$ cat src/hdl/harBnnPkg.sv
package harBnnPkg;

    localparam int FEAT_CNT = 12;
    localparam int FEAT_BITS = 4;
    localparam int HIDDEN_CNT = 40;
    localparam int CLASS_CNT = 6;
    localparam int SUM_BITS = $clog2(HIDDEN_CNT + 1);
    localparam int CLASS_BITS = $clog2(CLASS_CNT);
    localparam int IDX_BITS = $clog2(FEAT_CNT);            // Feature write index
    localparam int ACC_BITS = FEAT_BITS + $clog2(FEAT_CNT) + 1; // Signed neuron sum

    // Hidden layer weights with FEAT_CNT bits per neuron and neuron 0 in the low bits
    localparam logic [HIDDEN_CNT*FEAT_CNT-1:0] WEIGHTS0 = {
        8'b00110110,
        60'b0100110010_1101110001_1100101010_1111001011_1001110001_1010011010,
        60'b1001001111_0101100110_0001010001_0000011111_0100000001_1011101011,
        60'b0100011000_0001100100_0000011100_0011111110_0111001110_0110011110,
        60'b1010100011_1100000011_1100111110_1110100010_0111100110_0011010010,
        60'b0100011011_0111001011_1010110101_1111010011_1000111100_0000110000,
        60'b0000000100_1011110001_1001010101_1010001100_1101010001_0011010101,
        60'b0101111011_1110001110_0001011011_1000110001_0011100000_1000110000,
        50'b0101000000_1001000110_0000110111_1001100001_1010001110,
        2'b01
    };

    // Output layer weights with HIDDEN_CNT bits per class
    localparam logic [CLASS_CNT*HIDDEN_CNT-1:0] WEIGHTS1 = {
        2'b00,
        60'b1110011111_0110000010_1111100101_1000101000_1101011011_1111001010,
        60'b0101010110_1001110100_1110011111_0111100011_0101110000_1000101010,
        60'b0101000110_0110101011_0111001011_0100110101_1111110110_0000001100,
        58'b0110001111_1100000101_1100100100_0101000010_0111000011_11000100
    };

    // Element 0 is the first feature of the frame
    typedef logic [FEAT_CNT-1:0][FEAT_BITS-1:0] featFrameT;

    typedef logic [CLASS_CNT-1:0][SUM_BITS-1:0] scoreVecT;

    typedef struct packed {
        logic [CLASS_BITS-1:0] classIdx;
        logic [SUM_BITS-1:0]   topScore;
    } predictionT;

    typedef enum logic [1:0] {
        IDLE,
        LOAD,
        INFER
    } ctrlStateT;

endpackage
$ cat src/hdl/featureLoader.sv
`timescale 1ns/1ps

module featureLoader (
    input  logic                              clk,
    input  logic                              rstN,
    input  logic                              accept,
    input  logic [harBnnPkg::FEAT_BITS-1:0]   featData,
    input  logic [harBnnPkg::IDX_BITS-1:0]    index,
    output harBnnPkg::featFrameT              frame
);

    // Arrival order equals feature order, so the counter value picks the slot
    always_ff @(posedge clk) begin
        if (!rstN) begin
            frame <= '0;
        end else if (accept) begin
            frame[index] <= featData;
        end
    end

endmodule

$ cat config.mk
export PLATFORM = sky130hd
export DESIGN_NAME = featureLoader
export DESIGN_NICKNAME = d
export VERILOG_FILES = /design/src/hdl/harBnnPkg.sv /design/src/hdl/featureLoader.sv
export SDC_FILE = /design/constraint.sdc
export NUM_CORES = 1
export LEC_CHECK = 0
export BUFFER_PORTS_ARGS = -buffer_cell sky130_fd_sc_hd__buf_4
export CORE_MARGIN = 3
export CORE_UTILIZATION = 40
export CTS_BUF_LIST = sky130_fd_sc_hd__clkbuf_8 sky130_fd_sc_hd__clkbuf_16
export DETAILED_ROUTE_END_ITERATION = 6
export PLACE_DENSITY = 0.65
export RECOVER_POWER = 50
export SETUP_SLACK_MARGIN = 0.15
export SLEW_MARGIN = 20
export SYNTH_ARGS = -nofsm -noshare
export SYNTH_HDL_FRONTEND = slang
export SYNTH_SLANG_ARGS = --single-unit
$ cat constraint.sdc
create_clock -name clk -period 1.21 [get_ports clk]
set_clock_uncertainty 0.1 [all_clocks]
set_input_delay 0.242 -clock clk [delete_from_list [all_inputs] [get_ports clk]]
set_output_delay 0.242 -clock clk [all_outputs]
set_load 0.05 [all_outputs]
; After elaboration in Yosys (flattened, before gate mapping)
; Index checks and enable logic that the tools add are counted.
[op_classes]
mux = 3
reduce_logical = 1
n_lt_le_gt_ge = 2
[op_table]
columns = operator, n
row1 = $bwmux 48, 1
row2 = $demux 4 s4, 1
row3 = $lt 4x5->1 const B, 1
row4 = $ge 4x1->1 const B, 1
row5 = $mux 4, 1
row6 = $logic_and 1x1->1, 1
[word_totals]
out_inout_bits = 48
ff_bits = 48
elab_cells = 18

; Longest topological paths before layout
[logic_depth]
word_depth = 5
mapped_depth = 5
ltp_nobuf = 3

; Worst setup path before layout
; OpenSTA, ideal clock, no wires.
[synth_timing]
path_kind = input to register
start = input index[3] (netlist bit)
end = register frame[16] (netlist bit)
path_stages = 4
t_required_ps = 978
n_path_buf = 1
arrival_time_ps = 984
setup_ps = 132
slack_ps = -7
path_cell_list = nand3b_1 or3_1 buf_2 mux2i_1
[synth_between]
elab_chain_cells = 5
word_cells_on_any_way = 6
classes_between = order compare: 2 / mux: 3 / reduce/logical: 1
[synth_lines]
columns = element, line
row1 = from (decl), featureLoader.sv:8  ; input logic [harBnnPkg::IDX_BITS-1:0] index,
row2 = $lt 4x5->1 (implied by the code) or $ge 4x1->1 (tied branches), featureLoader.sv:17  ; frame[index] <= featData;
row3 = $logic_and 1x1->1 (implied by the code), featureLoader.sv:17
row4 = $mux 4 (implied by the code), featureLoader.sv:17
row5 = $demux 4 s4 (*), featureLoader.sv:17
row6 = $bwmux 48 (*), featureLoader.sv:17
row7 = "to (signal, indexed assignment)", featureLoader.sv:17
row8 = to (decl), featureLoader.sv:9  ; output harBnnPkg::featFrameT frame
; Every way passes the cells marked *; elsewhere a longest branch is shown, timed or not.
; A chain may end at the register's enable or synchronous reset.

; Final worst setup path
[layout_timing]
start = register frame[27] (netlist bit)
end = output frame[27] (netlist bit)
; No word-level cell between the ends.

==> metrics.md <==
| Metric | Value |
|---|---|
| Outcome | `finished, final reports clean` |
| Area Growth Syn to Fin | `63.66%` |
| Grt met2 use | `30.59%` |
| Fin util | `70.61%` |
| Post-synth top cells | `nand2_1 (54), dfxtp_1 (48), mux2i_1 (48)` |
| Max reg flops | `48` |
| Mean Syn Cell Area | `10.00 um^2` |
| Netlist cell types | `12` |
| Synth top area share | `53.37%` |
| Die ar. | `5342 um^2` |
| Clock latency on the worst-skew pair | `280 ps` |
| Largest Register | `frame` |
| Clock Sink Count | `48` |
| Initial antenna violation count | `0` |
| Num CTS Buffers | `5` |
| Via/cell ratio | `4.870` |
| Fin crit period | `1145 ps` |
| Detailed Routing Iterations Pass 1 | `4` |
| DRT iter0 DRCs | `67` |
| # diodes | `0` |
| Critical path peak fanout | `2` |
| Crit path required time | `870 ps` |
| Mapped Cells | `180` |
| Synth async-reset ratio | `0%` |
| Gr ovfl total | `0` |
| Critical Path Start Type | `flip-flop` |
| Final Net Count | `270` |
| Number of synthesized flops with an enable pin | `0` |
| Global-route wire length before repair | `7362 um` |
| Achievable Freq | `873.5 MHz` |
| WP buf/inv | `1` |
| CTS tree | `done` |
| Largest net degree at the start of global routing | `25` |
| CTS root buf | `clkbuf_8` |
| Worst path cell trace | `buf_8` |
| Cell family with most CP delay | `flip-flops` |
| Hold Slack | `201.5 ps` |
| RSZ-0062 raised after global routing | `true` |
| Slowest CP cell | `dfxtp_2` |
| Slew @ Worst Pin | `279.0 ps` |
| Routability congestion estimate | `0.7166` |
| CP Capture Type | `output port` |
| Max IR drop VDD | `686.9 uV` |
| Hpwl dp | `2874 um` |
| Max-Slew Margin vs Limit | `81.34%` |
| Fin crit share | `94.61%` |
| Fin. Hold Viols | `0` |
| Detail Route Antenna Nets | `0` |
| Pins Over Slew Limit | `0` |
| Number of endpoints failing setup at the final stage | `0` |
| FF+latch count, synth | `48` |
| Hold_buf cts | `0` |
| Die H | `73.09 um` |
| Drt drc | `0` |
| PwrDens | `945.5 nW/um^2` |
| Core Area | `4173 um^2` |
| I/O pins | `59` |
| Total number of vias | `1495` |
| Sequential area share after synthesis | `53.37%` |
| Post-synth net total | `191` |
| Share of cells above drive strength 1 | `53.31%` |
| H-tree lvl count | `2` |
| Routed len/inst | `14.84 um` |
| Clk buf depth | `2` |
| Initial Utilization | `43.15%` |
| Filler cells | `350` |
| Max cap viols | `0` |
| GR peak layer | `met2` |
| Row cnt | `23` |
| Area leader, netlist | `dfxtp_1` |
| CP arrival | `800 ps` |
| Synth Warn # | `0` |
| Leakage power | `0.001303 uW` |
| Buffers added on ports | `58` |
| Met1 GRT Util | `21.53%` |
| Largest stage delay, worst path | `360 ps` |
| Worst setup path class | `flip-flop to output port` |
| Total track usage | `17.71%` |
| Top area cells in the synthesized netlist | `dfxtp_1 (53%), mux2i_1 (27%), nand2_1 (11%), nand3b_1 (1.7%), clkbuf_1 (1.5%)` |
| Final wirelength | `4557 um` |
| Clock transition at path regs | `80 ps` |
| Vias in the first global route | `1547` |
| Main synth FF type | `dfxtp_1` |
| Largest registers | `frame x48` |
| Met3 Usage GRT | `4.408%` |
| Die width | `73.09 um` |
| Post-Syn Area | `1800 um^2` |
| Most numerous cell in the Yosys netlist | `nand2_1` |
| Hold Path Class | `input port to flip-flop` |
==> placed cells by master (no fill, tap or decap) <==
cell,instances
buf_4,23
nor2_1,6
clkbuf_8,5
buf_6,9
nand2b_1,2
nand2_1,54
buf_8,43
nor3b_4,1
nor2b_4,1
buf_12,2
nand3b_1,4
or3_1,2
nor2_2,1
clkbuf_1,4
dfxtp_2,48
mux2i_1,48
clkbuf_2,4
==> cells by family after synthesis <==
| kind of cell | synth area share [%] |
|---|---|
| buffers and inverters | 3.127 |
| flip-flops | 53.37 |
| multiplexers | 26.69 |
| AND/OR/NAND/NOR | 16.82 |
==> worst reg2reg max path, cell delays in order (launching register included) <==
cell and delay, ps:
dfxtp_2 350, buf_4 110, nand2_1 40, mux2i_1 140
==> stage by stage <==
step | worst slack, ps | TNS [ps] | total power [uW] | std cells | cell area [um^2]
2_1_floorplan | -5.934 | -41.43 | 1817 | 180 | 1823
3_3_place_gp | -138.8 | -3734 | 1937 | 291 | 2394
3_5_place_dp | -157.5 | -3966 | 1937 | 291 | 2394
4_1_cts | 57.81 | 0 | 2796 | 298 | 2835
5_1_grt | 36.16 | 0 | 2895 | 307 | 2947
6_report | 65.17 | 0 | 2786 | 307 | 2947
==> final cells by class <==
class | count | area, um^2 | share of cell area (%)
clock buffers | 5 | 68.82 | 2.335
multi-input cells | 119 | 799.5 | 27.13
flip-flops and latches | 48 | 1021 | 34.65
well taps | 50 | 62.56 | 2.123
repair buffers | 85 | 994.7 | 33.76
==> routing by layer <==
layer	wire length (um)	up-vias	part of all wire, %
li1	-	745	-
met1	1924	704	42
met2	2388	39	52
met3	206	7	4.5
met4	38	0	0.83
met5	0	-	0
==> timing repair <==
item | in CTS | in global routing
resized for setup | 127 | 26
buffers inserted | 2 | 9
pin swaps | 0 | 1
setup endpoints to repair | 49 | 75
==> final timing paths <==
check / startpoint / endpoint / slack [ps] / cells after the start
min: rstN / frame[20] / 200 / 3
max: frame[27] / frame[27] / 70 / 1
max reg2reg: frame[12] / frame[12] / 390 / 3
min reg2reg: frame[26] / frame[26] / 370 / 2
==> where the power goes <==
group | total [uW] | leakage (uW) | switching (uW) | internal, uW
logic | 323 | 0.000855 | 185 | 138
clock network | 843 | 0.0000359 | 470 | 373
registers | 1620 | 0.000412 | 18.4 | 1600
total | 2790 | 0.00130 | 673 | 2110
Power figures use the tool's default switching activity.
