<file path="src/hdl/harBnnPkg.sv">
package harBnnPkg;

    localparam int FEAT_CNT = 12;
    localparam int FEAT_BITS = 4;
    localparam int HIDDEN_CNT = 40;
    localparam int CLASS_CNT = 6;
    localparam int SUM_BITS = $clog2(HIDDEN_CNT + 1);
    localparam int CLASS_BITS = $clog2(CLASS_CNT);
    localparam int IDX_BITS = $clog2(FEAT_CNT);            // Feature write index
    localparam int ACC_BITS = FEAT_BITS + $clog2(FEAT_CNT) + 1; // Signed neuron sum

    // Hidden layer weights with FEAT_CNT bits per neuron and neuron 0 in the low bits
    localparam logic [HIDDEN_CNT*FEAT_CNT-1:0] WEIGHTS0 = {
        8'b00110110,
        60'b0100110010_1101110001_1100101010_1111001011_1001110001_1010011010,
        60'b1001001111_0101100110_0001010001_0000011111_0100000001_1011101011,
        60'b0100011000_0001100100_0000011100_0011111110_0111001110_0110011110,
        60'b1010100011_1100000011_1100111110_1110100010_0111100110_0011010010,
        60'b0100011011_0111001011_1010110101_1111010011_1000111100_0000110000,
        60'b0000000100_1011110001_1001010101_1010001100_1101010001_0011010101,
        60'b0101111011_1110001110_0001011011_1000110001_0011100000_1000110000,
        50'b0101000000_1001000110_0000110111_1001100001_1010001110,
        2'b01
    };

    // Output layer weights with HIDDEN_CNT bits per class
    localparam logic [CLASS_CNT*HIDDEN_CNT-1:0] WEIGHTS1 = {
        2'b00,
        60'b1110011111_0110000010_1111100101_1000101000_1101011011_1111001010,
        60'b0101010110_1001110100_1110011111_0111100011_0101110000_1000101010,
        60'b0101000110_0110101011_0111001011_0100110101_1111110110_0000001100,
        58'b0110001111_1100000101_1100100100_0101000010_0111000011_11000100
    };

    // Element 0 is the first feature of the frame
    typedef logic [FEAT_CNT-1:0][FEAT_BITS-1:0] featFrameT;

    typedef logic [CLASS_CNT-1:0][SUM_BITS-1:0] scoreVecT;

    typedef struct packed {
        logic [CLASS_BITS-1:0] classIdx;
        logic [SUM_BITS-1:0]   topScore;
    } predictionT;

    typedef enum logic [1:0] {
        IDLE,
        LOAD,
        INFER
    } ctrlStateT;

endpackage
</file>
<file path="src/hdl/inferenceCtrl.sv">
`timescale 1ns/1ps

module inferenceCtrl (
    input  logic clk,
    input  logic rstN,
    input  logic featValid,
    input  logic lastFeat,
    output logic accept,
    output logic frameClear,
    output logic captureEn,
    output logic busy
);

    harBnnPkg::ctrlStateT state;
    harBnnPkg::ctrlStateT nextState;
    logic loadEn;

    always_ff @(posedge clk) begin
        if (!rstN) begin
            state <= harBnnPkg::IDLE;
        end else begin
            state <= nextState;
        end
    end

    always_comb begin
        nextState = state;
        case (state)
            harBnnPkg::IDLE: begin
                if (accept) begin
                    nextState = harBnnPkg::LOAD;
                end
            end
            harBnnPkg::LOAD: begin
                if (accept && lastFeat) begin
                    nextState = harBnnPkg::INFER;
                end
            end
            harBnnPkg::INFER: begin
                nextState = harBnnPkg::IDLE;   // Single evaluation cycle
            end
            default: begin
                nextState = harBnnPkg::IDLE;
            end
        endcase
    end

    // Features are only taken outside INFER
    assign loadEn = (state != harBnnPkg::INFER);
    assign accept = featValid && loadEn;

    assign frameClear = (state == harBnnPkg::INFER);
    assign captureEn = (state == harBnnPkg::INFER);
    assign busy = (state == harBnnPkg::INFER);

    inferOneCycle: assert property (
        @(posedge clk) disable iff (!rstN)
        (state == harBnnPkg::INFER) |=> (state != harBnnPkg::INFER)
    ) else $error("inferenceCtrl stayed in INFER");

endmodule

</file>
<file path="config.mk">
export PLATFORM = sky130hd
export DESIGN_NAME = inferenceCtrl
export DESIGN_NICKNAME = d
export VERILOG_FILES = /design/src/hdl/harBnnPkg.sv /design/src/hdl/inferenceCtrl.sv
export SDC_FILE = /design/constraint.sdc
export NUM_CORES = 1
export LEC_CHECK = 0
export BUFFER_PORTS_ARGS = -buffer_cell sky130_fd_sc_hd__buf_4
export CAP_MARGIN = 20
export CORE_AREA = 2 2 39 41
export DETAILED_ROUTE_END_ITERATION = 8
export DIE_AREA = 0 0 41 43
export SYNTH_ARGS = -nofsm -noshare
export SYNTH_HDL_FRONTEND = slang
export SYNTH_SLANG_ARGS = --single-unit
export TNS_END_PERCENT = 5
</file>
<file path="constraint.sdc">
create_clock -name clk -period 1.6 [get_ports clk]
set_input_delay 0.16 -clock clk [delete_from_list [all_inputs] [get_ports clk]]
set_output_delay 0.16 -clock clk [all_outputs]
set_load 0.005 [all_outputs]
</file>
* Word-level counts from Yosys, hierarchy flattened
Index checks and enable logic that the tools add are counted.
Widths: inputs -> output; s select.
** Storage, ports and cells
- Register bits after elaboration :: 2
- Input port bits :: 4
- Output and inout port bits :: 4
- Word-level logic and storage cells :: 13
** Operators by class
- Equal/unequal tests :: 5
- Muxes and demuxes :: 3
- Reduce and logical (&&, ||, !) cells :: 4
** Operators by type and width (number)
- $ne 2x2->1 const B :: 3
- $mux 2 :: 2
- $pmux 2 s2 :: 1
- $eq 2x1->1 const B :: 1
- $eq 2x2->1 const B :: 1
- $logic_and 1x1->1 :: 2
- $logic_not 2->1 :: 1
- $reduce_and 2->1 :: 1

* Logic depth before layout (Yosys ltp)
- Word-level depth :: 5
- Depth in mapped cells :: 2
- Gate-level depth less buffers :: 2

* Least setup slack after synthesis
OpenSTA, ideal clock, no wires.
- Path type :: reg-to-output
- From :: register state[1]
- To :: output port captureEn
- Arrival time :: 0.621 ns
- Required time :: 1.440 ns
- Setup slack :: 0.819 ns
- Stages on the path, launching flop included :: 3
- Buffers on the path :: 1
- Cell sequence :: dfxtp_1 nor2b_2 buf_4
** On the way
- Word-level cells in the longest chain between the ends :: 1
** Ends and longest elaborated chain
- start: declaration :: line inferenceCtrl.sv:14 : harBnnPkg::ctrlStateT state;
- start signal: assignment :: line inferenceCtrl.sv:20 : state <= harBnnPkg::IDLE;
- start signal: assignment :: line inferenceCtrl.sv:22 : state <= nextState;
- $eq 2x2->1
- end: declaration :: line inferenceCtrl.sv:10 : output logic captureEn,
No other way between the ends.

* Final worst setup path
- From :: register state[1]
- To :: output port accept
** On the way
- Word-level cells in the longest chain between the ends :: 2
** Ends and longest elaborated chain
- $ne 2x2->1 :: line inferenceCtrl.sv:49 : assign loadEn = (state != harBnnPkg::INFER);
- $logic_and 1x1->1 :: line inferenceCtrl.sv:50 : assign accept = featValid && loadEn;
- end: declaration :: line inferenceCtrl.sv:8 : output logic accept,
No other way between the ends.

==> out/metrics.yaml <==
timing:
  fmax_mhz: 926
  relSlewSlack_pct: 89.8
  max_slew.worst_pin.slew_ns: 0.152
  finalClockSkew_ns: 0.00363
  final-setup-viol-count: 0
  period_needed_ns: 1.08
  setup_tns_ns: 0
  hold_viol: 0
  rsz0062_at_grt: "false"
  drv_slew: 0
  min_period_over_period_pct: 67.5
setup_path:
  crit_chain: "nor2b_2 -> nor2b_1 -> buf_4"
  cp-end-kind: "output pin"
  critPathMaxStageDelay_ns: 0.31
  critical_path_buf_inv_count: 1
  crit_start: "state[1]"
  crit_fanout: 4
  cp.arrival_ns: 0.92
  required_ns: 1.44
  reg2reg_from: "state[0]"
  setup.worst_path.class: "reg2out"
  cp_top_family: "flip-flops"
  slowest_stage: "dfxtp_1"
  start_kind: "flop"
route:
  first_pass_iters: 1
  routed_wirelength_um: 233
  drt_iter0_markers: 0
  antenna_left: 0
  wl_per_cell_um: 6.66
  vias_per_cell: 2.83
  route.detailed.drc: 0
  vias: 99
synthesis:
  synth_top_family_by_area: "simple AND/OR/NAND/NOR gates"
  synth-simple-area-share_pct: 49.4
  avgSynthCellArea_um2: 9.90
  ys.flop_type: "dfxtp_1"
  synth.area.top_cells: "dfxtp_1 (37%), buf_4 (14%), nand2b_4 (13%)"
  synth-seq-cells: 2
  yosys-top-cells-count: "buf_4 (2), dfxtp_1 (2), nor2_1 (2)"
  synth_seq_area_share_pct: 36.8
  yosys.cell_types.count: 8
  synthAdderAreaFrac_pct: 0
  syn_area_um2: 109
  synth_top_area_share_pct: 36.8
  synth_compound_area_share_pct: 0
  synth_largest_area_cell: "dfxtp_1"
  synth_fp_nets: 15
  synth_edf_count: 0
  synth_mux_area_share_pct: 0
  synthArstFlopShare_pct: 0
  ys_warn_count: 0
  netlist_instances: 11
  synth_xor_area_share_pct: 0
cts:
  h-tree-depth: 1
  clkTransAtPathRegs_ns: 0.03
  cts_buffer_depth: 2
  clock-root-buffer: "clkbuf_4"
  tritoncts: "yes"
  worstSkewPairLatency_ns: 0.22
  post_cts_buffers: 0
  cts_resized: 0
  cts_sinks: 2
  hold_buffers: 0
  cts_buffers: 3
finish:
  top_regs: "state (2)"
  area.growth.synth_to_final_pct: 73.6
  fillers: 162
  finalNonFillerCells: 35
  seqCellArea_um2: 40.0
  top_register: "state"
  nNetsFinal: 25
  antenna_cells: 0
  drive_gt1_share_pct: 68.4
  largest_register_ffs: 2
  multi_input_area_um2: 53.8
run:
  drv_cap: 0
global_route:
  grt_util_all_layers_pct: 4.20
  grt_pass1_vias: 115
  grt_first_pass_wirelength_um: 365
  grt_max_degree: 5
  grt.overflow.total: 0
  grt_antenna_before_repair: 0
floorplanning:
  start_util_pct: 7.87
  rows: 14
  core-area_um2: 1380
  die_w_um: 41
  die-area_um2: 1760
  die_h_um: 43
  design.portCount: 8
pwr:
  ir_worst_vdd_uv: 111
  leakage_uw: 0.0000847
  p_per_area_nw_per_um2: 990
run_status:
  status: "finished clean"
placement:
  gp_congestion: 0.496
  dpl.cell_count: 32
  port_buffers: 7
min_path:
  hold_class: "in2reg"
  min_from: "rstN"
## cell type report
cell class,instances,area share [%]
multi-input combinational,7,28.5
clock buffer,3,11.9
sequential,2,21.2
tap,16,10.6
timing repair buffer,7,27.8
## final timing paths
check                           endpoint  slack (ns)  depth (start not counted)
worst max-delay path              accept        0.52                          3
worst min-delay path            state[1]        0.19                          3
worst max register to register  state[0]        0.88                          2
worst min register to register  state[1]        0.50                          2
## report_power, final
group / internal, µW / switching [µW] / leakage (µW) / total, µW
Combinational: 13.1 / 7.07 / 0.0000544 / 20.2
Sequential: 53.0 / 1.98 / 0.0000165 / 55.0
Clock: 82.8 / 29.2 / 0.0000138 / 112
## cells by family (layout without fill, tap and decap cells)
family,after synthesis,count (layout)
AND/OR/NAND/NOR,7,7
buffers and inverters,2,10
flip-flops,2,2
## metrics by stage
step / cell area [µm²] / util, % / hold WS [ns] / power [µW] / worst slack (ns)
after CTS: 189 / 13.7 / 0.181 / 197 / 0.503
after global placement: 166 / 12.0 / 0.415 / 75.8 / 0.759
final: 189 / 13.7 / 0.188 / 187 / 0.521
after floorplan: 109 / - / 0.288 / 65.2 / 0.819
after detailed placement: 166 / 12.0 / 0.419 / 76.4 / 0.751
after global routing: 189 / 13.7 / 0.202 / 200 / 0.447
## worst min-delay path, stage by stage
cell      delay, ns
buf_4          0.09
nand2b_4       0.05
nor2_1         0.07
## placed cells by master (no fill, tap or decap)
cell | netlist | layout
nor2b_1 | 1 | 1
dfxtp_1 | 2 | 2
clkbuf_4 | 0 | 3
nor2b_2 | 1 | 1
nor2_1 | 2 | 2
nor3b_2 | 1 | 1
nand2b_4 | 1 | 1
buf_4 | 2 | 7
nand3_1 | 1 | 1
## metal layers
layer | GRT usage [%] | part of all wire, %
met5 | 0 | 0
met4 | 10.0 | 0
met3 | 3.14 | 9.0
met2 | 5.00 | 64
met1 | 1.59 | 27
(Power assumes the default switching activity.)
