[src/hdl/harBnnPkg.sv]
package harBnnPkg;

    localparam int FEAT_CNT = 12;
    localparam int FEAT_BITS = 4;
    localparam int HIDDEN_CNT = 40;
    localparam int CLASS_CNT = 6;
    localparam int SUM_BITS = $clog2(HIDDEN_CNT + 1);
    localparam int CLASS_BITS = $clog2(CLASS_CNT);
    localparam int IDX_BITS = $clog2(FEAT_CNT);            // Feature write index
    localparam int ACC_BITS = FEAT_BITS + $clog2(FEAT_CNT) + 1; // Signed neuron sum

    // Hidden layer weights with FEAT_CNT bits per neuron and neuron 0 in the low bits
    localparam logic [HIDDEN_CNT*FEAT_CNT-1:0] WEIGHTS0 = {
        8'b00110110,
        60'b0100110010_1101110001_1100101010_1111001011_1001110001_1010011010,
        60'b1001001111_0101100110_0001010001_0000011111_0100000001_1011101011,
        60'b0100011000_0001100100_0000011100_0011111110_0111001110_0110011110,
        60'b1010100011_1100000011_1100111110_1110100010_0111100110_0011010010,
        60'b0100011011_0111001011_1010110101_1111010011_1000111100_0000110000,
        60'b0000000100_1011110001_1001010101_1010001100_1101010001_0011010101,
        60'b0101111011_1110001110_0001011011_1000110001_0011100000_1000110000,
        50'b0101000000_1001000110_0000110111_1001100001_1010001110,
        2'b01
    };

    // Output layer weights with HIDDEN_CNT bits per class
    localparam logic [CLASS_CNT*HIDDEN_CNT-1:0] WEIGHTS1 = {
        2'b00,
        60'b1110011111_0110000010_1111100101_1000101000_1101011011_1111001010,
        60'b0101010110_1001110100_1110011111_0111100011_0101110000_1000101010,
        60'b0101000110_0110101011_0111001011_0100110101_1111110110_0000001100,
        58'b0110001111_1100000101_1100100100_0101000010_0111000011_11000100
    };

    // Element 0 is the first feature of the frame
    typedef logic [FEAT_CNT-1:0][FEAT_BITS-1:0] featFrameT;

    typedef logic [CLASS_CNT-1:0][SUM_BITS-1:0] scoreVecT;

    typedef struct packed {
        logic [CLASS_BITS-1:0] classIdx;
        logic [SUM_BITS-1:0]   topScore;
    } predictionT;

    typedef enum logic [1:0] {
        IDLE,
        LOAD,
        INFER
    } ctrlStateT;

endpackage
[src/hdl/sampleCounter.sv]
`timescale 1ns/1ps

module sampleCounter (
    input  logic                            clk,
    input  logic                            rstN,
    input  logic                            accept,
    input  logic                            frameClear,
    output logic [harBnnPkg::IDX_BITS-1:0]  index,
    output logic                            lastFeat
);

    logic [harBnnPkg::IDX_BITS-1:0] count;

    always_ff @(posedge clk) begin
        if (!rstN || frameClear) begin
            count <= '0;
        end else if (accept) begin
            if (lastFeat) begin
                count <= '0;   // Wrap after the twelfth feature
            end else begin
                count <= count + 1'b1;
            end
        end
    end

    assign index = count;
    assign lastFeat = (count == harBnnPkg::IDX_BITS'(harBnnPkg::FEAT_CNT - 1));

    countInRange: assert property (
        @(posedge clk) disable iff (!rstN)
        count <= harBnnPkg::IDX_BITS'(harBnnPkg::FEAT_CNT - 1)
    ) else $error("sampleCounter count %0d past last feature", count);

endmodule

[config.mk]
export PLATFORM = sky130hd
export DESIGN_NAME = sampleCounter
export DESIGN_NICKNAME = d
export VERILOG_FILES = /design/src/hdl/harBnnPkg.sv /design/src/hdl/sampleCounter.sv
export SDC_FILE = /design/constraint.sdc
export NUM_CORES = 1
export LEC_CHECK = 0
export ABC_AREA = 1
export BUFFER_PORTS_ARGS = -buffer_cell sky130_fd_sc_hd__buf_4
export CORE_AREA = 2 2 39 41
export DETAILED_ROUTE_END_ITERATION = 7
export DIE_AREA = 0 0 41 43
export HOLD_SLACK_MARGIN = 0.02
export PLACE_DENSITY_LB_ADDON = 0.3
export SLEW_MARGIN = 20
export SYNTH_ARGS = -nofsm -noshare
export SYNTH_HDL_FRONTEND = slang
export SYNTH_SLANG_ARGS = --single-unit
export TNS_END_PERCENT = 100
[constraint.sdc]
create_clock -name clk -period 1.2 [get_ports clk]
set_input_delay 0.24 -clock clk [delete_from_list [all_inputs] [get_ports clk]]
set_output_delay 0.24 -clock clk [all_outputs]
set_load 0.01 [all_outputs]
; ---- Word level (Yosys, flattened, before mapping)
; Index checks and enable logic that the tools add are counted.
[op_classes]
add_sub_neg = 1
reduce_logical = 2
mux = 1
n_eq_ne = 1
[ops]
columns = operator, n
row1 = adder 4 x 1 -> 4 bit (second input constant), 1
row2 = equality test 4 bit (second input constant), 1
row3 = two-way mux 4 bit, 1
row4 = zero test 1 bit, 1
row5 = logical OR 1 bit, 1
[totals]
output_inout_bits = 5
reg_bits = 4

; ---- Logic depth before layout (Yosys ltp)
; Gate-level depths: netlist of run 1.
[logic_depth]
word_depth = 2
depth_mapped = 6
ltp_nobuf = 6

; ---- Worst setup path before layout of run 1
; No wires, ideal clock.
[synth_timing]
kind = register to register
start = reg count (netlist bit index[0])
end = reg count (netlist bit index[0])
t_arrival_ns = 1.066
t_required_ns = 1.084
slack_ns = 0.018
n_path_buf = 0
path_stages_with_launch = 7
path_cell_list = dfxtp_1 -> ha_1 -> nand2_1 -> nor2_2 -> nand2_1 -> nand2_1 -> nor2_1
[synth_via]
elab_chain_cells = 2
elab_cells_between_ends = 3
cone_classes = add/sub: 1 / eq/ne: 1 / mux: 1
[synth_rtl]
columns = element, line
row1 = start: declaration, sampleCounter.sv:12  ; logic [harBnnPkg::IDX_BITS-1:0] count;
row2 = start signal: assignment, sampleCounter.sv:21  ; count <= count + 1'b1;
row3 = equality test 4 bit, sampleCounter.sv:27  ; assign lastFeat = (count == harBnnPkg::IDX_BITS'(harBnnPkg::FEAT_CNT - 1));
row4 = net lastFeat, sampleCounter.sv:9  ; output logic lastFeat
row5 = two-way mux 4 bit, sampleCounter.sv:18  ; if (lastFeat) begin
; The timed path passes the listed nets, and every way through them passes these cells.
; A chain may end at the register's enable or synchronous reset.

; ---- Worst setup path in the final report of run 1
[layout_timing]
start = reg count (netlist bit index[0])
end = out lastFeat
[layout_via]
elab_chain_cells = 1
[layout_rtl]
columns = element, line
row1 = equality test 4 bit, sampleCounter.sv:27
row2 = end: declaration, sampleCounter.sv:9
; Every way passes these cells.

==> results.cfg, run 1 <==
[critical_path]
worst-path-buf-inv = 1
required_ps = 960
critPathMaxFanout = 3
crit_type = register to output port
critPathTopFamily = flip-flops
critPathLaunchType = register
max_stage_delay_ps = 350
cp_slowest_cell = dfxtp_2
worstPathArrival_ps = 990
setup.worst_path.end_class = output port
path_cells = ha_4, nand2_4, nor2_4, buf_6

[cells_and_area]
largest_reg_flops = 4
syn2layout_area_growth_pct = 80.2
final_common_cell = buf_4
fillCellCount = 155
seq_area_um2 = 85.1
multi_input_area_um2 = 144
most-common-layout-cells = 11 x buf_4, 6 x nand2_1, 5 x nor2_1
stdcell_area_um2 = 399
layout-drive-gt1-share_pct = 54.3
nNetsFinal = 53
antennaDiodeCount = 0
finalNonFillerCells = 62

[global_routing]
grt_pass1_wl_um = 883
grt_util_all_layers_pct = 8.43
grt_max_degree = 8
grt_pass1_vias = 215
grt_antenna_before_repair = 0
gr-total-overflow = 0

[timing]
finalSetupViolCount = 1
period_minus_slack_ps = 1230
slew_viol_final = 0
final-hold-violation-count = 0
whs_ps = 254
clock_skew_ps = 5.11
finalCritPeriodShare_pct = 102
tightest_slew_ps = 229
rsz0062_at_grt = true
max_freq_ghz = 0.814
slew_headroom_pct = 84.7
setup_ws_ps = -27.9

[floorplan]
fp.dieH_um = 43
io_pins = 9
dieArea_mm2 = 0.00176
core_mm2 = 0.00138
rows = 14
die_x_um = 41
start_util_pct = 16.0

[power_and_ir_drop]
clockPowerShare_pct = 47.8
p_leak_nw = 0.187
p_per_area_mw_per_mm2 = 894
total_power_mw = 0.357
switching_share_pct = 23.1
seqPwrFrac_pct = 39.2
p_sw_mw = 0.0824
cell_internal_pwr_mw = 0.274
irDropWorstVdd_uv = 253
p_comb_share_pct = 13.1

[place]
dp_cells = 55
portBuffers = 8
place_ws_ps = 73.4
gp_congestion = 0.613
dpl_cell_area_um2 = 305
place_hpwl_um = 404

[hold_path]
min_path_type = input port to register

[clocking]
clk_path_buf_depth = 2
hold_buffers = 0
clock_latency_ps = 240
cts-root-buf = clkbuf_4
cts_buffers = 3
clkSlewWorstSetupHoldPaths_ps = 30
htree_levels = 1
cts.sinks = 4
cts_tree = yes

[drt]
drt_iter0_markers = 0
drcViolationCount = 0
wl_um = 560
wire_per_inst_um = 9.03
final_antenna_net_count = 0
first_pass_iters = 1
dr_total_vias = 251
viasPerCell = 4.05

[status]
status = finished, violations left
failed_checks = setup timing

[flow_run]
cap_violations = 0

[yosys]
ys_seq_area_share_pct = 36.2
yosysWarnings = 0
synth_cell_types = 13
synth.avg_cell_area_um2 = 7.38
synth.ff_latch_count = 4
synth_nets = 35
synth_area_um2 = 221
syn_inst = 30
==> Yosys cell counts <==
library cell | number | area, um^2
o21ai_2 | 1 | 8.76
inv_1 | 3 | 11.3
buf_6 | 1 | 11.3
o21ai_0 | 1 | 5.00
nor2_2 | 2 | 12.5
nand2_1 | 7 | 26.3
ha_1 | 1 | 12.5
xnor2_1 | 1 | 8.76
o21ai_1 | 1 | 5.00
a21oi_1 | 2 | 10.0
nand2_4 | 1 | 11.3
dfxtp_1 | 4 | 80.1
nor2_1 | 5 | 18.8
==> through the flow <==
| step | TNS, ps | utilization (%) |
|---|---|---|
| floorplan | 0 | - |
| global placement | 0 | 22.1 |
| detailed placement | 0 | 22.1 |
| CTS | -57.0 | 26.8 |
| global route | -74.1 | 28.8 |
| finish | -27.9 | 28.8 |
==> cell type report <==
cell class              count  area share (%)
flip-flops and latches      4            21.3
repair buffers             14            29.2
multi-input cells          22            36.1
well taps                  16            5.02
inverters                   3            2.82
clock buffers               3            5.64
==> routing by layer <==
metal	track usage, %	up-vias	part of all wire [%]
li1	-	125	-
met1	6.73	113	38
met2	11.3	8	46
met3	7.85	5	12
met4	8.00	0	4.1
met5	0	-	0
==> worst register-to-register path, delay by kind of cell, from the launching register on <==
kind / cells / cell delay, ps
flip-flops: 1 / 350
adder cells (fa/ha/maj): 1 / 160
AND/OR/NAND/NOR: 5 / 330
buffers and inverters: 2 / 200
==> power by group through the flow <==
| stage | combinational, mW | sequential (mW) | clock [mW] |
|---|---|---|---|
| final | 0.0466 | 0.140 | 0.170 |
| after global routing | 0.0516 | 0.140 | 0.184 |
| after CTS | 0.0416 | 0.139 | 0.180 |
| after detailed placement | 0.0380 | 0.142 | 0 |
| after global placement | 0.0368 | 0.141 | 0 |
| after floorplan | 0.0196 | 0.144 | 0 |
==> final timing paths <==
| kind | from | end | slack [ps] | cells after the start |
|---|---|---|---|---|
| worst max-delay path | index[0]$_SDFFE_PP0P_ | lastFeat | -30 | 4 |
| worst min-delay path | accept | index[1]$_SDFFE_PP0P_ | 250 | 2 |
| worst max register to register | index[0]$_SDFFE_PP0P_ | index[0]$_SDFFE_PP0P_ | 70 | 8 |
| worst min register to register | index[2]$_SDFFE_PP0P_ | index[2]$_SDFFE_PP0P_ | 600 | 2 |
==> cell families after synthesis <==
| group | after synthesis | share of synthesized area (%) |
|---|---|---|
| AND/OR/NAND/NOR | 15 | 31.1 |
| XOR/XNOR | 1 | 3.96 |
| adder cells (fa/ha/maj) | 1 | 5.65 |
| buffers and inverters | 4 | 10.2 |
| flip-flops | 4 | 36.2 |
| AO/OA/AOI/OAI | 5 | 13.0 |
==> what timing repair did <==
item                       in CTS  in global routing
setup buffers                   3                  1
pin swaps                       3                  2
gates cloned                    0                  0
resized for setup               6                  5
setup endpoints to repair       1                  2
Note: power is estimated with default switching activity, not from simulation.
==> inputs of run 2 (changes only) <==
==> constraint.sdc (replaced) <==
create_clock -name clk -period 1.2 [get_ports clk]
set_input_delay 0.12 -clock clk [delete_from_list [all_inputs] [get_ports clk]]
set_output_delay 0.12 -clock clk [all_outputs]
set_load 0.01 [all_outputs]
==> run 2 against run 1 <==
The flow now finishes without violations. Clock skew is essentially flat. Non-clock buffer count down 2. First-iteration DRC count grew 4. Count of clock-buffer cells in the layout is the same. Cell count decreased by 3.2%. Sequential power barely moved. Die area unchanged. Via count fell by 8.4%. Sequential cell count is the same. Register-to-register slack improved by 40 ps. Global-route usage down 1.1 points. Power shrank 2.8%. Largest cell class unchanged. Largest power group unchanged.
==> results.cfg, run 2 (synthesis gave the netlist of run 1 again) <==
[critical_path]
r2r_cells = 7
critPathMaxFanout = 3
required_ps = 1080
worstPathArrival_ps = 1030
r2r_slack_ps = 110
worstReg2RegEnd = index[0]$_SDFFE_PP0P_
critPathLaunchType = register
setup.worst_path.end_class = output port
r2r-start = index[1]$_SDFFE_PP0P_
crit_type = register to output port

[place]
place_hpwl_um = 354
gp_congestion = 0.645
place_ws_ps = 170
portBuffers = 8

[global_routing]
grt_pass1_vias = 191
grt_pass1_wl_um = 745
gr-total-overflow = 0
grt_util_all_layers_pct = 7.33
grt_antenna_before_repair = 0
grt_max_degree = 8

[clocking]
clock_latency_ps = 230
htree_levels = 1
clkSlewWorstSetupHoldPaths_ps = 40
cts-root-buf = clkbuf_4
cts_tree = yes
clk_path_buf_depth = 2
cts.sinks = 4
cts_buffers = 3

[hold_path]
hold_path_end = index[1]$_SDFFE_PP0P_
min_path_type = input port to register
min_from = accept
min_path_cells = 2

[cells_and_area]
largest_reg_flops = 4
syn2layout_area_growth_pct = 64.4
layout-drive-gt1-share_pct = 50.0
most-common-layout-cells = 11 x buf_4, 7 x nand2_1, 5 x nor2_1, 3 x inv_1, 3 x clkbuf_4
nNetsFinal = 51
seq_area_um2 = 85.1
fillCellCount = 157
final_common_cell = buf_4
multi_input_area_um2 = 131
antennaDiodeCount = 0

[drt]
wire_per_inst_um = 8.35
viasPerCell = 3.83
drt_iter0_markers = 4
wl_met2_um = 253
first_pass_iters = 2
final_antenna_net_count = 0
wl_met3_um = 40
wl_um = 501
route.top_layer_used = met4
drcViolationCount = 0
wirelength_met1_um = 196
dr_total_vias = 230

[power_and_ir_drop]
p_per_area_mw_per_mm2 = 952
p_leak_nw = 0.156
irDropWorstVdd_uv = 242
total_power_mw = 0.347

[timing]
whs_ps = 144
slew_headroom_pct = 87.6
max_freq_ghz = 0.871
setup_ws_ps = 51.3
final-hold-violation-count = 0
period_minus_slack_ps = 1150
tightest_slew_ps = 186
slew_viol_final = 0
finalCritPeriodShare_pct = 95.7
finalSetupViolCount = 0
clock_skew_ps = 4.64

[floorplan]
io_pins = 9
start_util_pct = 16.0
core_mm2 = 0.00138
die_x_um = 41
fp.dieH_um = 43
rows = 14
dieArea_mm2 = 0.00176

[status]
status = completed

[flow_run]
cap_violations = 0
==> run 2: changes by cell type in the layout (fill, tap and decap cells not counted), sizes merged <==
cell,delta
buf,-2
==> run 2: power by group <==
group          internal (mW)  switching [mW]
clock network          0.112          0.0547
registers              0.136         0.00344
logic                 0.0218          0.0189
total                  0.270          0.0770
==> run 2: cell type report <==
| cell class | instances | share of cell area (%) |
|---|---|---|
| flip-flops and latches | 4 | 23.4 |
| clock buffers | 3 | 6.19 |
| well taps | 16 | 5.50 |
| multi-input cells | 22 | 36.1 |
| inverters | 3 | 3.09 |
| repair buffers | 12 | 25.8 |
==> run 2: worst max-delay path, stage by stage (launching register included) <==
cell	delay, ps
dfxtp_4	350
ha_4	130
nand2_1	60
nor2_2	140
buf_6	120
==> run 2: metal layers <==
metal | vias up | track usage (%)
met5 | - | 0
met4 | 0 | 10.0
met3 | 2 | 4.71
met2 | 5 | 7.81
met1 | 97 | 7.72
li1 | 126 | -
==> run 2: repair_timing <==
item | CTS | global route
gates resized for setup | 2 | 4
pin swaps | 0 | 2
endpoints found under the setup margin | 1 | 1
buffers inserted | 0 | 3
hold buffers | 0 | 0
==> run 2: how the worst max path moves through the flow <==
stage                            end  depth (start not counted)             startpoint
2_1_floorplan  index[0]$_SDFFE_PP0P_                          6  index[0]$_SDFFE_PP0P_
3_3_place_gp   index[0]$_SDFFE_PP0P_                          6  index[1]$_SDFFE_PP0P_
3_5_place_dp   index[0]$_SDFFE_PP0P_                          6  index[1]$_SDFFE_PP0P_
4_1_cts                     lastFeat                          4  index[0]$_SDFFE_PP0P_
5_1_grt                     lastFeat                          4  index[1]$_SDFFE_PP0P_
6_report                    lastFeat                          4  index[1]$_SDFFE_PP0P_
==> run 2: metrics by stage <==
step                      cells  TNS [ps]  util [%]  area [um^2]
after floorplan              30         0         -          221
after global placement       54         0      21.5          298
after detailed placement     54         0      21.5          298
after CTS                    57         0      23.4          324
after global routing         60     -17.1      26.3          364
final                        60         0      26.3          364
