[src/hdl/harBnnPkg.sv]
package harBnnPkg;

    localparam int FEAT_CNT = 12;
    localparam int FEAT_BITS = 4;
    localparam int HIDDEN_CNT = 40;
    localparam int CLASS_CNT = 6;
    localparam int SUM_BITS = $clog2(HIDDEN_CNT + 1);
    localparam int CLASS_BITS = $clog2(CLASS_CNT);
    localparam int IDX_BITS = $clog2(FEAT_CNT);            // Feature write index
    localparam int ACC_BITS = FEAT_BITS + $clog2(FEAT_CNT) + 1; // Signed neuron sum

    // Hidden layer weights with FEAT_CNT bits per neuron and neuron 0 in the low bits
    localparam logic [HIDDEN_CNT*FEAT_CNT-1:0] WEIGHTS0 = {
        8'b00110110,
        60'b0100110010_1101110001_1100101010_1111001011_1001110001_1010011010,
        60'b1001001111_0101100110_0001010001_0000011111_0100000001_1011101011,
        60'b0100011000_0001100100_0000011100_0011111110_0111001110_0110011110,
        60'b1010100011_1100000011_1100111110_1110100010_0111100110_0011010010,
        60'b0100011011_0111001011_1010110101_1111010011_1000111100_0000110000,
        60'b0000000100_1011110001_1001010101_1010001100_1101010001_0011010101,
        60'b0101111011_1110001110_0001011011_1000110001_0011100000_1000110000,
        50'b0101000000_1001000110_0000110111_1001100001_1010001110,
        2'b01
    };

    // Output layer weights with HIDDEN_CNT bits per class
    localparam logic [CLASS_CNT*HIDDEN_CNT-1:0] WEIGHTS1 = {
        2'b00,
        60'b1110011111_0110000010_1111100101_1000101000_1101011011_1111001010,
        60'b0101010110_1001110100_1110011111_0111100011_0101110000_1000101010,
        60'b0101000110_0110101011_0111001011_0100110101_1111110110_0000001100,
        58'b0110001111_1100000101_1100100100_0101000010_0111000011_11000100
    };

    // Element 0 is the first feature of the frame
    typedef logic [FEAT_CNT-1:0][FEAT_BITS-1:0] featFrameT;

    typedef logic [CLASS_CNT-1:0][SUM_BITS-1:0] scoreVecT;

    typedef struct packed {
        logic [CLASS_BITS-1:0] classIdx;
        logic [SUM_BITS-1:0]   topScore;
    } predictionT;

    typedef enum logic [1:0] {
        IDLE,
        LOAD,
        INFER
    } ctrlStateT;

endpackage
[src/hdl/argmaxSelect.sv]
`timescale 1ns/1ps

module argmaxSelect (
    input  logic                   clk,
    input  logic                   rstN,
    input  harBnnPkg::scoreVecT    scores,
    input  logic                   captureEn,
    output harBnnPkg::predictionT  prediction,
    output logic                   predValid
);

    logic [harBnnPkg::CLASS_BITS-1:0] bestIdx;
    logic [harBnnPkg::SUM_BITS-1:0]   bestScore;

    always_comb begin
        bestIdx = '0;
        bestScore = scores[0];
        for (int c = 1; c < harBnnPkg::CLASS_CNT; c++) begin
            if (scores[c] > bestScore) begin   // Strict compare keeps the lower index on ties
                bestIdx = harBnnPkg::CLASS_BITS'(c);
                bestScore = scores[c];
            end
        end
    end

    always_ff @(posedge clk) begin
        if (!rstN) begin
            prediction <= '0;
            predValid <= 1'b0;
        end else begin
            predValid <= captureEn;
            if (captureEn) begin
                prediction.classIdx <= bestIdx;
                prediction.topScore <= bestScore;
            end
        end
    end

    singlePulse: assert property (
        @(posedge clk) disable iff (!rstN)
        predValid |=> !predValid
    ) else $error("argmaxSelect predValid held for two cycles");

    classInRange: assert property (
        @(posedge clk) disable iff (!rstN)
        predValid |-> (prediction.classIdx < harBnnPkg::CLASS_BITS'(harBnnPkg::CLASS_CNT))
    ) else $error("argmaxSelect class index %0d out of range", prediction.classIdx);

endmodule

[config.mk]
export PLATFORM = sky130hd
export DESIGN_NAME = argmaxSelect
export DESIGN_NICKNAME = d
export VERILOG_FILES = /design/src/hdl/harBnnPkg.sv /design/src/hdl/argmaxSelect.sv
export SDC_FILE = /design/constraint.sdc
export NUM_CORES = 1
export LEC_CHECK = 0
export ABC_CLOCK_PERIOD_IN_PS = 12500
export BUFFER_PORTS_ARGS = -buffer_cell sky130_fd_sc_hd__buf_2
export CORE_ASPECT_RATIO = 0.7
export CORE_UTILIZATION = 55
export CTS_CLUSTER_DIAMETER = 30
export DETAILED_ROUTE_END_ITERATION = 8
export HOLD_SLACK_MARGIN = 0.15
export PLACE_DENSITY_LB_ADDON = 0.1
export SYNTH_ARGS = -nofsm -noshare
export SYNTH_HDL_FRONTEND = slang
export SYNTH_SLANG_ARGS = --single-unit
[constraint.sdc]
create_clock -name clk -period 12.5 [get_ports clk]
set_input_delay 2.5 -clock clk [delete_from_list [all_inputs] [get_ports clk]]
set_output_delay 2.5 -clock clk [all_outputs]
set_load 0.05 [all_outputs]
# Yosys cells after proc, flatten, opt, wreduce, memory -nomap -nowiden

Index checks and enable logic that the tools add are counted.

Memories kept: 0
Logic and storage cells: 18
Output and inout bits: 10
Bits in read-only memories: 0
Input port bits: 39
Latch bits: 0
RAM bits: 0
Bits in registers: 10

Equality and inequality tests: 0
$lt $le $gt $ge: 5
Mux-type cells: 10
Div/mod/pow operators: 0
Add/subtract/negate cells: 0
Shifts and indexed selects: 0
Multiply operators: 0
Bitwise operators: 0
Reductions and logical operators: 0

Operators with widths:

| kind         | count |
|---|---|
| $gt A6 B6 Y1 | 5 |
| $mux W6      | 5 |
| $mux W3      | 4 |
| $mux W1      | 1 |

# Longest topological paths before layout

Gate-level depths: netlist of the first run.

Word-level depth: 10
Mapped depth: 47
Mapped depth without buffers: 44

# Worst setup path after synthesis of the first run

No wires, ideal clock.

Path kind: input port to flip-flop
From: in scores[5] in the netlist's numbering
To: reg prediction[2] in the netlist's numbering
Stages on the path: 40
Slack: 1.911 ns
Arrival time: 10.473 ns
Library setup time: 0.116 ns
Data required time: 12.384 ns
Path buffers: 1
Path through: inv_1 -> ha_1 -> nand2_1 -> or2_1 -> a31oi_1 -> a21oi_1 -> ha_1 -> a21oi_1 -> or4_1 -> o31a_1 -> a21o_1 -> buf_6 -> a21oi_1 -> inv_1 -> ha_1 -> a21o_1 -> a32o_1 -> a211oi_1 -> [... 4 more ...] -> and3_1 -> and3_1 -> nor2b_1 -> a211o_1 -> o21ai_1 -> o21ai_1 -> ha_1 -> nor2b_1 -> o21a_1 -> o21ai_0 -> nand2b_1 -> a21oi_1 -> nor2b_1 -> o22ai_1 -> nand2_1 -> or4b_1 -> mux2i_1 -> nor2_1

Cells in the longest elaborated chain, start to end: 10

Ends and longest elaborated chain:

| what         | line               | text |
|---|---|---|
| from (decl)  | argmaxSelect.sv:6  | `input harBnnPkg::scoreVecT scores,` |
| $gt A6 B6 Y1 | argmaxSelect.sv:19 | `if (scores[c] > bestScore) begin` |
| $mux W6 (*)  | argmaxSelect.sv:19 |  |
| $gt A6 B6 Y1 | argmaxSelect.sv:19 |  |
| $mux W6 (*)  | argmaxSelect.sv:19 |  |
| $gt A6 B6 Y1 | argmaxSelect.sv:19 |  |
| $mux W6 (*)  | argmaxSelect.sv:19 |  |
| $gt A6 B6 Y1 | argmaxSelect.sv:19 |  |
| $mux W6 (*)  | argmaxSelect.sv:19 |  |
| $gt A6 B6 Y1 | argmaxSelect.sv:19 |  |
| $mux W6 (*)  | argmaxSelect.sv:19 |  |
| to (decl)    | argmaxSelect.sv:8  | `output harBnnPkg::predictionT prediction,` |

Every way passes the cells marked *; elsewhere a longest branch is shown, timed or not.
A chain may end at the register's enable or synchronous reset.

# Final worst setup path of the first run

From: in scores[4] in the netlist's numbering
To: reg prediction[2] in the netlist's numbering

Same word-level chain as after synthesis.

==> qor.csv, run 1 <==
metric,value,unit
leakage,1.09,nW
switching_share,0.531,
clk_pin_slew,0.05,ns
syn_area,0.00200,sq mm
end_kind,register,
synth_cells,269,
drt_iter0_drc,179,
setup_tns,0,ns
synth_edf_count,0,
nNetsFinal,382,
num_io_pins,49,
wl,5560,um
whs_path_depth,1,
yosysWarningCount,0,
cts_hold_buf,0,
post-route-drc-count,0,
avgRoutedWirePerCell,15.2,um
die_h,52.5,um
syn_to_final_growth,17.5,%
syn_avg_cell_area,7.44,sq um
p_int,0.000176,W
antenna_cells,0,
switching_power,0.000199,W
slew_violations,0,
finalSetupViolations,0,
grt_start_max_net_pins,17,
grt_use_total,0.304,
grt_pass1_vias,1903,
rsz0062_at_grt,false,
synth_flop_cell,dfxtp_1,
initial_core_util,0.607,
die_width,74.1,um
finalCritPeriodShare,0.917,
crit_arrival,11.58,ns
cp.required,12.63,ns
netlist.area_leader.share,0.144,
cts_tree,yes,
grt_remaining_overflow,0,
ys_types,65,
hold_slack,0.515,ns
tightest_slew,0.523,ns
fmax,87.3,MHz
syn-num-nets,331,
hold_viol,0,
r2r_cells,4,
crit_path_max_fanout,9,
cpPeakStageDelay,0.51,ns
reg2reg_slack,11.64,ns
grt_first_pass_wirelength,8970,um
vdd_drop_max,0.158,mV
status,completed,
num_vias,2250,
firstDrtPassIters,5,
p_seq_frac,0.124,
yosysSeqAreaShare,0.100,
core,0.00330,sq mm
layout_min_cycle_time,11.46,ns
reg2reg_from,prediction[0]$_SDFFE_PN0P_,
startpoint_type,input port,
clockBufferDepth,2,
r2r_end,prediction[0]$_SDFFE_PN0P_,
synth_area_leaders,"ha_1 14%, dfxtp_1 10%, a21oi_1 5.3%",
hp-class,reg -> reg,
cts_resized,0,
power.density,159,mW/mm^2
post-cts-setup-buffers,0,
antenna_found_initial,0,
placementRows,17,
clk_latency,0.24,ns
cts_buffers,3,
cts_root_buffer,clkbuf_8,
cts.sinks,10,
async_reset_ff_frac,0,
port_buffers,48,
die_area,0.00389,sq mm
power.share.clock,0.109,
vias_per_cell,6.15,
hpwl,4670,um
final_common_cell,buf_2,
place.gp.congestion,0.927,
cap_violations,0,
hold_start,prediction[7]$_SDFFE_PN0P_,
most-common-layout-cells,"48 x buf_2, 23 x ha_1, 22 x inv_1",
ant_nets,0,
ctsHtreeMaxLevel,1,
critPathSlowestCell,or4b_1,
synth_seq_cells,10,
yosysTopAreaCell,ha_1,
crit_type,in -> reg,
drive_above_1_share,0.216,
max_slew_margin,0.642,
whs_endpoint,prediction[7]$_SDFFE_PN0P_,
skew,0,ns
combPwrFrac,0.767,
## through the flow
step	cell area, sq um	instances	total power, W	setup slack (ns)	util
after floorplan	2000	269	0.000262	1.91	-
after global placement	2300	362	0.000326	1.16	0.696
after detailed placement	2300	362	0.000328	0.998	0.696
after CTS	2350	366	0.000370	1.23	0.713
after global routing	2350	366	0.000409	0.249	0.713
final	2350	366	0.000375	1.04	0.713
## layout make-up
class	instances	area, sq um
inverters	22	82.6
fillers	279	946
multi-input cells	231	1680
flip-flops and latches	10	200
well taps	47	58.8
repair buffers	52	270
clock buffers	4	55.1
## cells by family after synthesis
kind of cell / share of synthesized area
xor+xnor: 0.0263
compound gates: 0.387
simple gates: 0.226
buf+inv: 0.0582
fa+ha+maj: 0.149
flops: 0.100
mux: 0.0544
## flip-flops by register name, summed over array words and instances (netlist names)
register,count
predValid,1
prediction,9
## metal layers
metal,part of all wire,global-route usage
met5,0,0
met4,0.0041,0.0224
met3,0.090,0.0442
met2,0.35,0.394
met1,0.56,0.514
## synth_stat cells, types with 3 or more instances
library cell	instances
inv_1	22
nand2b_1	8
mux2i_1	5
nor2_1	18
and3_1	3
a211oi_2	3
or3_1	3
o311a_1	3
ha_1	23
o21a_1	3
o21ai_1	9
a221oi_1	3
nand4_1	4
nor3_1	3
a2111oi_0	4
a31oi_1	4
nor2b_1	9
xor2_1	3
dfxtp_1	10
clkbuf_1	4
a21oi_1	21
and2_1	3
xnor2_1	3
a211o_1	3
o22ai_1	3
o21ai_0	11
nand2_1	19
a21o_1	5
a211oi_1	8
o211ai_1	6
## critical path, delay by kind of cell
family / cells / cell delay (ns)
buf+inv: 4 / 0.37
simple gates: 12 / 1.77
compound gates: 23 / 5.29
fa+ha+maj: 5 / 1.51
mux: 1 / 0.16
## worst max-delay path by stage
stage	startpoint	to	slack (ns)	cells after the start
detailed placement	scores[4]	prediction[2]$_SDFFE_PN0P_	1.0	45
global route	scores[3]	prediction[2]$_SDFFE_PN0P_	0.25	45
floorplan	scores[5]	prediction[2]$_SDFFE_PN0P_	1.91	40
finish	scores[4]	prediction[2]$_SDFFE_PN0P_	1.04	45
global placement	scores[4]	prediction[2]$_SDFFE_PN0P_	1.16	45
CTS	scores[4]	prediction[2]$_SDFFE_PN0P_	1.23	45
## power groups by stage
stage / Combinational [W] / Clock [W] / Sequential [W]
global placement: 0.000279 / 0 / 0.0000466
CTS: 0.000283 / 0.0000412 / 0.0000463
detailed placement: 0.000281 / 0 / 0.0000466
finish: 0.000288 / 0.0000409 / 0.0000464
floorplan: 0.000184 / 0 / 0.0000784
global route: 0.000319 / 0.0000428 / 0.0000472
No activity file was read; power rests on OpenSTA's default activity.
==> inputs of run 2 (changes only) <==
--- a/config.mk
+++ b/config.mk
@@ -8,6 +8,7 @@
 export ABC_CLOCK_PERIOD_IN_PS = 12500
 export BUFFER_PORTS_ARGS = -buffer_cell sky130_fd_sc_hd__buf_2
 export CORE_ASPECT_RATIO = 0.7
+export CORE_MARGIN = 2
 export CORE_UTILIZATION = 55
 export CTS_CLUSTER_DIAMETER = 30
 export DETAILED_ROUTE_END_ITERATION = 8
==> run 2 against run 1 <==
- count of clock-buffer cells in the layout unchanged
- combinational power rose by 1%
- die area up 6.6%
- final cell count up 0.55%
- clock skew unchanged
- critical path depth up 2
- fmax fell by 1.2%
- first-iteration DRC count down 5.0%
- core utilization shrank 4.2 points
- register-to-register slack worse by 0.11 ns
- critical path type unchanged
- largest power group unchanged
==> qor.csv, run 2 (synthesis results as in run 1) <==
metric,value,unit,change
status,completed,,
largest_reg_flops,9,,unchanged
max_slew_margin,0.622,,-0.0203
power.density,160,mW/mm^2,+0.48%
drt_iter0_drc,170,,-5.0%
post-cts-setup-buffers,0,,unchanged
drive_above_1_share,0.220,,+0.00382
cts.sinks,10,,unchanged
wl,5600,um,+0.72%
rsz0062_at_grt,false,,
grt_start_max_net_pins,17,,unchanged
cts_hold_buf,0,,unchanged
skew,0,ns,unchanged
fmax,86.2,MHz,-1.2%
num_io_pins,49,,unchanged
place.gp.congestion,1.01,,+8.6%
grt_pass1_vias,1922,,+1.0%
hp-class,reg -> reg,,
grt_first_pass_wirelength,9090,um,+1.3%
cts_root_buffer,clkbuf_8,,
grt_use_total,0.273,,-0.0309
crit_type,in -> reg,,
cp.required,12.62,ns,about the same
switching_share,0.530,,about the same
die_h,54.5,um,+3.8%
p_int,0.000177,W,+0.83%
die_area,0.00414,sq mm,+6.6%
ctsHtreeMaxLevel,1,,unchanged
clk_latency,0.23,ns,about the same
p_total,0.000378,W,+0.74%
p_seq_frac,0.120,,-0.004
switching_power,0.000200,W,+0.67%
hpwl,4650,um,-0.37%
final_common_cell,buf_2,,
vias_per_cell,6.23,,+1.4%
most-common-layout-cells,"48 x buf_2, 23 x ha_1, 22 x inv_1",,
tightest_slew,0.562,ns,+0.0392 ns
reg.largest.list,"prediction: 9 flops, predValid: 1 flops",,
combPwrFrac,0.773,,+0.006
finalCritPeriodShare,0.928,,+0.0116
crit_path_max_fanout,9,,unchanged
cap_violations,0,,unchanged
placementRows,18,,+1
firstDrtPassIters,5,,unchanged
whs_path_depth,1,,unchanged
crit_buf_inv,6,,+2
avgRoutedWirePerCell,15.2,um,+0.17%
stdcell_count,368,,+0.55%
initial_core_util,0.569,,-0.0374
r2r_cells,4,,unchanged
num_vias,2293,,+1.9%
critPathSlowestCell,or4b_1,,
cpPeakStageDelay,0.53,ns,+0.02 ns
syn_to_final_growth,17.8,%,
slew_violations,0,,unchanged
end_kind,register,,
crit_arrival,11.73,ns,+0.15 ns
clk_pin_slew,0.05,ns,about the same
grt_remaining_overflow,0,,unchanged
finalSetupViolations,0,,unchanged
clockBufferDepth,2,,unchanged
cts_tree,yes,,
port_buffers,48,,unchanged
startpoint_type,input port,,
regMostFlops,prediction,,
dp_cells,364,,+0.55%
antenna_cells,0,,unchanged
hold_viol,0,,unchanged
critical-path-top-delay-family,compound AO/OA/AOI/OAI gates,,
vdd_drop_max,0.172,mV,+9.0%
setup_tns,0,ns,unchanged
die_width,76.1,um,+2.7%
ant_nets,0,,unchanged
leakage,1.09,nW,-0.28%
post-route-drc-count,0,,unchanged
cts_buffers,3,,unchanged
cp_num_cells,47,,+4.4%
antenna_found_initial,0,,unchanged
nNetsFinal,381,,-0.26%
layout_min_cycle_time,11.60,ns,+0.145 ns
power.share.clock,0.106,,-0.003
core,0.00351,sq mm,+6.6%
[run 2: cell count changes in the layout (fill, tap and decap cells not counted), sizes merged]
cell | before | now
buf | 52 | 51
[run 2: final timing paths]
check | slack [ns] | end | start
worst max register to register | 11.53 | prediction[0]$_SDFFE_PN0P_ | prediction[0]$_SDFFE_PN0P_
worst min-delay path | 0.52 | prediction[7]$_SDFFE_PN0P_ | prediction[7]$_SDFFE_PN0P_
worst min register to register | 0.52 | prediction[7]$_SDFFE_PN0P_ | prediction[7]$_SDFFE_PN0P_
worst max-delay path | 0.90 | prediction[2]$_SDFFE_PN0P_ | scores[3]
[run 2: power groups by stage]
stage / sequential [W] / combinational, W / clock [W]
final: 0.0000455 / 0.000292 / 0.0000402
after global routing: 0.0000465 / 0.000322 / 0.0000422
after CTS: 0.0000455 / 0.000285 / 0.0000406
after detailed placement: 0.0000459 / 0.000284 / 0
after global placement: 0.0000459 / 0.000280 / 0
after floorplan: 0.0000784 / 0.000184 / 0
[run 2: area by class of cell]
class                   count  area, sq um
clock buffers               4         55.1
fillers                   337         1160
inverters                  22         82.6
repair buffers             51          263
well taps                  50         62.6
flip-flops and latches     10          200
multi-input cells         231         1690
[run 2: through the flow]
stage / area (sq um) / utilization / hold WS, ns / setup slack [ns]
global placement: 2290 / 0.652 / 0.508 / 0.780
CTS: 2350 / 0.668 / 0.526 / 0.844
finish: 2360 / 0.671 / 0.521 / 0.898
global route: 2360 / 0.671 / 0.546 / 0.0918
floorplan: 2000 / - / 0.751 / 1.91
detailed placement: 2290 / 0.652 / 0.513 / 0.657
[run 2: timing repair]
item / in CTS / in global routing
gates resized for setup: 0 / 2
hold endpoints to repair: 0 / 0
endpoints found under the setup margin: 0 / 1
[run 2: metal layers]
metal  vias to the layer above  global-route usage  share of wire
met5                         -                   0              0
met4                         0              0.0455         0.0012
met3                         2              0.0314          0.089
met2                       112               0.341           0.35
met1                      1033               0.468           0.56
li1                       1146                   -              -
